File: src/snes_loader_pkg.sv
package snes_loader_pkg;

	// ==============================
	// Download and mask widths
	// ==============================
	localparam int IOCTL_ADDR_W = 25;
	localparam int IOCTL_DATA_W = 16;
	localparam int MASK_W       = 24;
	localparam int LBA_W        = 32;

	// Copier header that precedes the ROM image
	localparam logic [IOCTL_ADDR_W-1:0] HEADER_SKIP = 25'h200;

	// Offsets of the ROM size field with RAM size 2 bytes higher
	localparam logic [IOCTL_ADDR_W-1:0] LOROM_INFO   = 25'h007FD6;
	localparam logic [IOCTL_ADDR_W-1:0] HIROM_INFO   = 25'h00FFD6;
	localparam logic [IOCTL_ADDR_W-1:0] EXHIROM_INFO = 25'h40FFD6;

	localparam logic [3:0] DEFAULT_ROM_SIZE = 4'hC;

	// ==============================
	// Menu selections
	// ==============================
	typedef enum logic [2:0] {
		hdr_auto      = 3'd0,
		hdr_no_header = 3'd1,
		hdr_lorom     = 3'd2,
		hdr_hirom     = 3'd3,
		hdr_exhirom   = 3'd4
	} header_mode_e;

	typedef enum logic [1:0] {
		region_auto = 2'd0,
		region_ntsc = 2'd1,
		region_pal  = 2'd2
	} region_e;

	// Work RAM power-on contents
	typedef enum logic [1:0] {
		fill_snes1    = 2'd0,
		fill_snes2    = 2'd1,
		fill_sd2snes  = 2'd2,
		fill_all_ones = 2'd3
	} fill_pattern_e;

	typedef enum logic [1:0] {
		st_idle    = 2'd0,
		st_loading = 2'd1,
		st_saving  = 2'd2
	} bk_state_e;

endpackage

File: src/backup_ram_sequencer.sv
`timescale 1ns/100ps

module backup_ram_sequencer (
	input  logic                               clk_sys,
	input  logic                               RESET,
	input  logic                               cart_download,
	input  logic                               cart_start,
	input  logic                               cart_end,
	input  logic [snes_loader_pkg::MASK_W-1:0] ram_mask,
	input  logic                               img_mounted,
	input  logic                               img_readonly,
	input  logic [63:0]                        img_size,
	input  logic                               bk_load_req,
	input  logic                               bk_save_req,
	input  logic                               autosave,
	input  logic                               osd_status,
	input  logic                               bsram_write,
	input  logic                               sd_ack,
	output logic [snes_loader_pkg::LBA_W-1:0]  sd_lba,
	output logic                               sd_rd,
	output logic                               sd_wr,
	output logic                               bk_ena,
	output logic                               bk_loading,
	output logic                               bk_pending
);
	import snes_loader_pkg::*;

	bk_state_e        state;
	logic             old_load;
	logic             old_save;
	logic             old_ack;
	logic             save_req;
	logic             load_edge;
	logic             save_edge;
	logic [LBA_W-1:0] last_lba;

	// Menu opening with unsaved writes counts as a save request
	assign save_req  = bk_save_req | (autosave & bk_pending & osd_status);
	assign load_edge = bk_ena & bk_load_req & ~old_load;
	assign save_edge = bk_ena & save_req & ~old_save;

	// One sector is 512 bytes
	assign last_lba   = LBA_W'(ram_mask[MASK_W-1:9]);
	assign bk_loading = (state == st_loading);

	// ==============================
	// Enable and pending flags
	// ==============================
	always_ff @(posedge clk_sys) begin
		if (RESET) begin
			bk_ena     <= 1'b0;
			bk_pending <= 1'b0;
		end else begin
			if (cart_start) begin
				bk_ena <= 1'b0;
			end
			// Save image is mounted by the time the download runs
			if (cart_download && img_mounted && !img_readonly) begin
				bk_ena <= |ram_mask;
			end

			if (bk_ena && !osd_status && bsram_write) begin
				bk_pending <= 1'b1;
			end else if (state != st_idle) begin
				bk_pending <= 1'b0;
			end
		end
	end

	// ==============================
	// Sector transfer
	// ==============================
	always_ff @(posedge clk_sys) begin
		if (RESET) begin
			state    <= st_idle;
			sd_rd    <= 1'b0;
			sd_wr    <= 1'b0;
			old_load <= 1'b0;
			old_save <= 1'b0;
			old_ack  <= 1'b0;
		end else begin
			old_load <= bk_load_req;
			old_save <= save_req;
			old_ack  <= sd_ack;

			if (!old_ack && sd_ack) begin
				sd_rd <= 1'b0;
				sd_wr <= 1'b0;
			end

			if (state == st_idle) begin
				if (load_edge || save_edge) begin
					state  <= load_edge ? st_loading : st_saving;
					sd_lba <= '0;
					sd_rd  <= load_edge;
					sd_wr  <= ~load_edge;
				end
				if (cart_end && bk_ena && |img_size) begin
					state  <= st_loading;
					sd_lba <= '0;
					sd_rd  <= 1'b1;
					sd_wr  <= 1'b0;
				end
			end else if (old_ack && !sd_ack) begin
				// Next sector starts once the disk side releases ack
				if (sd_lba >= last_lba) begin
					state <= st_idle;
				end else begin
					sd_lba <= sd_lba + 1'b1;
					sd_rd  <= (state == st_loading);
					sd_wr  <= (state == st_saving);
				end
			end
		end
	end

endmodule

File: src/cheat_code_assembler.sv
`timescale 1ns/100ps

module cheat_code_assembler (
	input  logic        clk_sys,
	input  logic        RESET,
	input  logic        code_download,
	input  logic        ioctl_wr,
	input  logic [3:0]  ioctl_addr,
	input  logic [15:0] ioctl_dout,
	output logic [31:0] code_flags,
	output logic [31:0] code_addr,
	output logic [31:0] code_compare,
	output logic [31:0] code_replace,
	output logic        code_strobe
);

	always_ff @(posedge clk_sys) begin
		if (RESET) begin
			code_strobe <= 1'b0;
		end else begin
			code_strobe <= code_download & ioctl_wr & (ioctl_addr == 4'd14);
		end
	end

	// Record layout is flags, address, compare, replace
	// Each field arrives low half first
	always_ff @(posedge clk_sys) begin
		if (code_download && ioctl_wr) begin
			case (ioctl_addr)
				4'd0:  code_flags[15:0]    <= ioctl_dout;
				4'd2:  code_flags[31:16]   <= ioctl_dout;
				4'd4:  code_addr[15:0]     <= ioctl_dout;
				4'd6:  code_addr[31:16]    <= ioctl_dout;
				4'd8:  code_compare[15:0]  <= ioctl_dout;
				4'd10: code_compare[31:16] <= ioctl_dout;
				4'd12: code_replace[15:0]  <= ioctl_dout;
				4'd14: code_replace[31:16] <= ioctl_dout;
				default: ;
			endcase
		end
	end

endmodule

File: src/download_decoder.sv
`timescale 1ns/100ps

module download_decoder (
	input  logic                                   clk_sys,
	input  logic                                   RESET,
	input  logic                                   ioctl_download,
	input  logic [7:0]                             ioctl_index,
	input  logic [snes_loader_pkg::IOCTL_ADDR_W-1:0] ioctl_addr,
	input  logic [snes_loader_pkg::IOCTL_DATA_W-1:0] ioctl_dout,
	input  logic                                   ioctl_wr,
	input  snes_loader_pkg::header_mode_e          header_mode,
	input  snes_loader_pkg::region_e               region_select,
	output logic                                   cart_download,
	output logic                                   code_download,
	output logic                                   cart_start,
	output logic                                   cart_end,
	output logic [7:0]                             rom_type,
	output logic [snes_loader_pkg::MASK_W-1:0]     rom_mask,
	output logic [snes_loader_pkg::MASK_W-1:0]     ram_mask,
	output logic                                   pal
);
	import snes_loader_pkg::*;

	logic                    cart_download_d;
	logic [3:0]              rom_size;
	logic [3:0]              ram_size;
	logic                    rom_region;
	logic                    forced_map;
	logic [IOCTL_ADDR_W-1:0] info_addr;

	// Index of all ones marks a cheat file
	assign code_download = ioctl_download & (&ioctl_index);
	assign cart_download = ioctl_download & ~(&ioctl_index);

	assign cart_start = cart_download & ~cart_download_d;
	assign cart_end   = ~cart_download & cart_download_d;

	always_ff @(posedge clk_sys) begin
		if (RESET) begin
			cart_download_d <= 1'b0;
		end else begin
			cart_download_d <= cart_download;
		end
	end

	// Location of the size fields in the image for forced mappings
	always_comb begin
		forced_map = 1'b1;
		case (header_mode)
			hdr_lorom:   info_addr = LOROM_INFO + HEADER_SKIP;
			hdr_hirom:   info_addr = HIROM_INFO + HEADER_SKIP;
			hdr_exhirom: info_addr = EXHIROM_INFO + HEADER_SKIP;
			default: begin
				info_addr  = '0;
				forced_map = 1'b0;
			end
		endcase
	end

	// ==============================
	// Header parse
	// ==============================
	always_ff @(posedge clk_sys) begin
		if (RESET) begin
			rom_region <= 1'b0;
			pal        <= 1'b0;
		end else if (cart_download) begin
			if (ioctl_wr) begin
				if (ioctl_addr == '0) begin
					rom_size <= DEFAULT_ROM_SIZE;
					ram_size <= 4'h0;
					// Auto mode trusts the packed size byte of the loader
					if (header_mode == hdr_auto && ioctl_dout[7:0] != 8'h00) begin
						ram_size <= ioctl_dout[7:4];
						rom_size <= ioctl_dout[3:0];
					end
					case (header_mode)
						hdr_no_header: rom_type <= 8'd0;
						hdr_lorom:     rom_type <= 8'd0;
						hdr_hirom:     rom_type <= 8'd1;
						hdr_exhirom:   rom_type <= 8'd2;
						default:       rom_type <= ioctl_dout[15:8];
					endcase
				end

				if (ioctl_addr == IOCTL_ADDR_W'(2)) begin
					rom_region <= ioctl_dout[8];
				end

				if (forced_map) begin
					if (ioctl_addr == info_addr) begin
						rom_size <= ioctl_dout[11:8];
					end
					if (ioctl_addr == info_addr + IOCTL_ADDR_W'(2)) begin
						ram_size <= ioctl_dout[3:0];
					end
				end

				// Uses the sizes held before this write
				rom_mask <= (MASK_W'(1024) << rom_size) - 1'b1;
				ram_mask <= (ram_size != 4'h0) ? (MASK_W'(1024) << ram_size) - 1'b1 : '0;
			end
		end else begin
			pal <= (region_select == region_auto) ? rom_region : (region_select == region_pal);
		end
	end

endmodule

File: src/ram_clear_fill.sv
`timescale 1ns/100ps

module ram_clear_fill #(
	parameter int FILL_BITS = 17
) (
	input  logic                          clk_sys,
	input  logic                          RESET,
	input  logic                          cart_start,
	input  snes_loader_pkg::fill_pattern_e fill_pattern,
	output logic [FILL_BITS-1:0]          fill_addr,
	output logic [7:0]                    fill_data,
	output logic                          fill_wr
);
	import snes_loader_pkg::*;

	// ==============================
	// Sweep counter
	// ==============================
	always_ff @(posedge clk_sys) begin
		if (RESET) begin
			fill_wr   <= 1'b0;
			fill_addr <= '0;
		end else if (cart_start) begin
			fill_wr   <= 1'b1;
			fill_addr <= '0;
		end else if (fill_wr) begin
			// Counter wraps back to zero on the last write
			fill_addr <= fill_addr + 1'b1;
			if (&fill_addr) begin
				fill_wr <= 1'b0;
			end
		end
	end

	// Power-on patterns seen on different console revisions
	always_comb begin
		case (fill_pattern)
			fill_snes1:   fill_data = (fill_addr[9] ^ fill_addr[0]) ? 8'hFF : 8'h00;
			fill_snes2:   fill_data = (fill_addr[8] ^ fill_addr[2]) ? 8'h66 : 8'h99;
			fill_sd2snes: fill_data = 8'h55;
			default:      fill_data = 8'hFF;
		endcase
	end

endmodule

File: src/snes_loader_top.sv
`timescale 1ns/100ps

module snes_loader_top #(
	parameter int FILL_BITS = 17
) (
	input  logic                                     clk_sys,
	input  logic                                     RESET,
	input  logic                                     ioctl_download,
	input  logic [7:0]                               ioctl_index,
	input  logic [snes_loader_pkg::IOCTL_ADDR_W-1:0] ioctl_addr,
	input  logic [snes_loader_pkg::IOCTL_DATA_W-1:0] ioctl_dout,
	input  logic                                     ioctl_wr,
	input  snes_loader_pkg::header_mode_e            header_mode,
	input  snes_loader_pkg::region_e                 region_select,
	input  snes_loader_pkg::fill_pattern_e           fill_pattern,
	input  logic                                     img_mounted,
	input  logic                                     img_readonly,
	input  logic [63:0]                              img_size,
	input  logic                                     bk_load_req,
	input  logic                                     bk_save_req,
	input  logic                                     autosave,
	input  logic                                     osd_status,
	input  logic                                     bsram_write,
	input  logic                                     sd_ack,
	output logic [7:0]                               rom_type,
	output logic [snes_loader_pkg::MASK_W-1:0]       rom_mask,
	output logic [snes_loader_pkg::MASK_W-1:0]       ram_mask,
	output logic                                     pal,
	output logic [FILL_BITS-1:0]                     fill_addr,
	output logic [7:0]                               fill_data,
	output logic                                     fill_wr,
	output logic [31:0]                              code_flags,
	output logic [31:0]                              code_addr,
	output logic [31:0]                              code_compare,
	output logic [31:0]                              code_replace,
	output logic                                     code_strobe,
	output logic [snes_loader_pkg::LBA_W-1:0]        sd_lba,
	output logic                                     sd_rd,
	output logic                                     sd_wr,
	output logic                                     bk_ena,
	output logic                                     bk_loading,
	output logic                                     bk_pending,
	output logic                                     system_reset
);

	logic cart_download;
	logic code_download;
	logic cart_start;
	logic cart_end;

	// Core held in reset while the cartridge is loaded or RAM is prepared
	assign system_reset = RESET | cart_download | bk_loading | fill_wr;

	download_decoder download_decoder_inst (
		.clk_sys        (clk_sys),
		.RESET          (RESET),
		.ioctl_download (ioctl_download),
		.ioctl_index    (ioctl_index),
		.ioctl_addr     (ioctl_addr),
		.ioctl_dout     (ioctl_dout),
		.ioctl_wr       (ioctl_wr),
		.header_mode    (header_mode),
		.region_select  (region_select),
		.cart_download  (cart_download),
		.code_download  (code_download),
		.cart_start     (cart_start),
		.cart_end       (cart_end),
		.rom_type       (rom_type),
		.rom_mask       (rom_mask),
		.ram_mask       (ram_mask),
		.pal            (pal)
	);

	ram_clear_fill #(
		.FILL_BITS (FILL_BITS)
	) ram_clear_fill_inst (
		.clk_sys      (clk_sys),
		.RESET        (RESET),
		.cart_start   (cart_start),
		.fill_pattern (fill_pattern),
		.fill_addr    (fill_addr),
		.fill_data    (fill_data),
		.fill_wr      (fill_wr)
	);

	// Cheat records are 16 bytes so only the low address bits select a slot
	cheat_code_assembler cheat_code_assembler_inst (
		.clk_sys       (clk_sys),
		.RESET         (RESET),
		.code_download (code_download),
		.ioctl_wr      (ioctl_wr),
		.ioctl_addr    (ioctl_addr[3:0]),
		.ioctl_dout    (ioctl_dout),
		.code_flags    (code_flags),
		.code_addr     (code_addr),
		.code_compare  (code_compare),
		.code_replace  (code_replace),
		.code_strobe   (code_strobe)
	);

	backup_ram_sequencer backup_ram_sequencer_inst (
		.clk_sys       (clk_sys),
		.RESET         (RESET),
		.cart_download (cart_download),
		.cart_start    (cart_start),
		.cart_end      (cart_end),
		.ram_mask      (ram_mask),
		.img_mounted   (img_mounted),
		.img_readonly  (img_readonly),
		.img_size      (img_size),
		.bk_load_req   (bk_load_req),
		.bk_save_req   (bk_save_req),
		.autosave      (autosave),
		.osd_status    (osd_status),
		.bsram_write   (bsram_write),
		.sd_ack        (sd_ack),
		.sd_lba        (sd_lba),
		.sd_rd         (sd_rd),
		.sd_wr         (sd_wr),
		.bk_ena        (bk_ena),
		.bk_loading    (bk_loading),
		.bk_pending    (bk_pending)
	);

endmodule
File: config.mk
export PLATFORM = sky130hd
export DESIGN_NAME = snes_loader_top
export DESIGN_NICKNAME = d
export VERILOG_FILES = /design/src/snes_loader_pkg.sv /design/src/backup_ram_sequencer.sv /design/src/cheat_code_assembler.sv /design/src/download_decoder.sv /design/src/ram_clear_fill.sv /design/src/snes_loader_top.sv
export SDC_FILE = /design/constraint.sdc
export NUM_CORES = 1
export LEC_CHECK = 0
export BUFFER_PORTS_ARGS = -buffer_cell sky130_fd_sc_hd__buf_2
export CORE_AREA = 3 3 148 150
export CTS_CLUSTER_DIAMETER = 200
export DETAILED_ROUTE_END_ITERATION = 6
export DIE_AREA = 0 0 151 153
export PLACE_DENSITY = 0.8
export SLEW_MARGIN = 20
export SYNTH_ARGS = -nofsm -noshare
export SYNTH_HDL_FRONTEND = slang
export SYNTH_HIERARCHICAL = 1
export SYNTH_SLANG_ARGS = --single-unit
File: constraint.sdc
create_clock -name clk_sys -period 4.37 [get_ports clk_sys]
set_input_delay 0.874 -clock clk_sys [delete_from_list [all_inputs] [get_ports clk_sys]]
set_output_delay 0.874 -clock clk_sys [all_outputs]
set_load 0.01 [all_outputs]
==> metrics <==
WL/cell slightly below 20 um; Core ar. 20,820 sq um; # IOs 382; HP Class reg -> reg; CP Launch Type flip-flop; clk_skew roughly 8 ps; GPL Wtd Cong ~0.8; antenna violations before repair 0; Post-synth EDFFs 205; Detailed Routing Iterations Pass 1 6; Clock Path Buffers 3; # setup viols final 0; via count 7,929; synthesized area per cell 12.94 sq um; final antenna-violating net count 0; Slew Viols, Final 0; grt total ovfl 0; via/cell ratio 5.431; Critical Path Fanout Max 32; CTS Buf Count 25; post-synth top area share 59.61%; Final min period 3188 ps; #FFs+latches synth 236; Mapped Cells about 800; Final period util 72.95%; Worst Hold Depth 2; fraction of layout cells with a size suffix above 1 38.99%; Peak VDD IR 0.3415 mV; synthesis-to-finish area growth 28.12%; DIE WIDTH 151 um; CTS root buf clkbuf_16; Slew @ Worst Pin 982.0 ps; DP Wirelength roughly 21,000 um; first-pass GRT wire length roughly 42,000 um; Worst Reg2Reg Path Length in Cells 8; critical path data arrival time 3360 ps; CTS Sinks ~240; DRC Markers 0; Clock transition at path regs roughly 60 ps; LEAKAGE 0.005206 uW; Clock Latency Late Sink 520 ps; Cell Area, Synth 10,330 sq um; die area about 23,000 sq um; Tot GR Track Use 23.50%; DR iter-0 viols 560; Post-synth top flop edfxtp_1; Pwr Density 367.3 nW/um^2; Post-CTS Setup Inserts 0; largest net degree at the start of global routing 37; cts repair resizes 0; slew margin rel. 34.46%; WS Path Type reg -> reg; FFs w/ async S/R, synth 0%; register area share after synthesis 65.62%; I/O Buffers 371; synth warn 6; RSZ-0062 raised after global routing false; post-route setup TNS 0 ps; required time worst endpoint 4540 ps; cts hold-fix bufs 0; final-report hold violation count 0; Rows 53; Yosys top cell by area edfxtp_1; largest cells by area after synthesis edfxtp_1 60%, dfxtp_1 6.0%, nor2_1 3.2%; CTS tree built; vias in the first global route 7,526; library cells used by synthesis 72; maxcap violations 0; Max Freq roughly 310 MHz; Setup crit end kind flip-flop; Initial Util 49.60%; r2r setup slk 1180 ps; CTS H-tree depth 1; number of antenna diodes 0; status completed; Total Wirelength 28,170 um; Final Hold Slack 450.2 ps; fin nets 1,319; die height 153 um
[stage by stage]
step | utilization (%) | area [sq um] | total power [uW] | instances | setup WS [ps]
after floorplan | - | 10360 | 2664 | 807 | 602.8
after global placement | 59.55 | 12400 | 2794 | 1415 | 1099
after detailed placement | 59.55 | 12400 | 2801 | 1415 | 1044
after CTS | 63.54 | 13230 | 4893 | 1460 | 1148
after global routing | 63.54 | 13230 | 5017 | 1460 | 845.3
final | 63.54 | 13230 | 4860 | 1460 | 1182
[sequential cells by signal, indices dropped and copies added (netlist names), 4 cells and up]
signal	flops
backup_ram_sequencer_inst/sd_lba	32
cheat_code_assembler_inst/code_addr	32
cheat_code_assembler_inst/code_compare	32
cheat_code_assembler_inst/code_flags	32
cheat_code_assembler_inst/code_replace	32
ram_clear_fill_inst/fill_addr	17
download_decoder_inst/ram_mask	15
download_decoder_inst/rom_mask	14
download_decoder_inst/rom_type	8
download_decoder_inst/ram_size	4
download_decoder_inst/rom_size	4
[layout by cell type (no fill, tap or decap), types with 13 or more instances in the layout]
cell       Yosys  final
edfxtp_1     205    205
nand2_1       48     48
a21oi_1       22     22
dfxtp_1       31     31
nand3_1       23     23
o21ai_0       22     22
xnor2_1       16     16
nor4_1        31     31
nand4_1       22     22
nor3_1        15     13
nor2_1        88     82
mux2i_1       14     14
ha_1          20     20
buf_2          7    371
inv_1         36     36
nor2b_1       13     13
clkbuf_16      0     27
xor2_1        27     27
[synthesized netlist by cell type, drive strengths merged (14+ instances only)]
cell    number
mux2i       14
xor2        27
edfxtp     205
a21oi       23
inv         36
nand4       22
nand2       48
xnor2       16
o21ai       25
nand3       25
nor4        34
nor3        18
clkbuf      15
ha          20
buf         33
nor2b       14
nor2        89
dfxtp       31
[worst max-delay path: stages (launching register included)]
cell       delay [ps]
edfxtp_1          680
ha_1              320
nand2b_1          130
a2111oi_0         390
o22ai_1           190
o21ai_2           360
a21oi_1           170
nor3_4            170
buf_4             400
[cell families (layout without fill, tap and decap cells)]
family                   after synthesis  in the layout  synth area share (%)
AND/OR/NAND/NOR                      295            295                 15.47
flip-flops                           236            236                 65.62
AO/OA/AOI/OAI                         94             94                 6.361
buffers and inverters                 85            463                 4.010
XOR/XNOR                              43             43                 3.647
multiplexers                          23             23                 2.338
adder cells (fa/ha/maj)               21             21                 2.520
other                                  1             10               0.03631
[metal layers]
layer | wire length, um | global-route usage (%) | up-vias
met5 | 0 | 0 | -
met4 | 561 | 5.743 | 0
met2 | 14150 | 39.24 | 344
li1 | - | - | 3687
met1 | 11620 | 32.49 | 3858
met3 | 1839 | 3.558 | 40
[final timing paths]
check                                                        from                             endpoint
worst min register to register          download_decoder_inst/pal            download_decoder_inst/pal
worst max register to register  download_decoder_inst/ram_mask[9]  backup_ram_sequencer_inst/sd_lba[5]
worst min-delay path                    download_decoder_inst/pal            download_decoder_inst/pal
worst max-delay path            download_decoder_inst/ram_mask[9]  backup_ram_sequencer_inst/sd_lba[5]
[report_power, final]
group	switching, uW	total, uW	internal (uW)
Clock	843	2100	1260
Sequential	26.9	2490	2470
Combinational	155	261	106
[final cells by class]
| class | count | area, sq um |
|---|---|---|
| clock buffer | 32 | 704.4 |
| clock inverter | 13 | 127.6 |
| fill | 1589 | 7591 |
| inverter | 37 | 138.9 |
| multi-input combinational | 486 | 3208 |
| sequential | 236 | 6777 |
| tap | 275 | 344.1 |
| timing repair buffer | 381 | 1932 |
(Power assumes the default switching activity.)
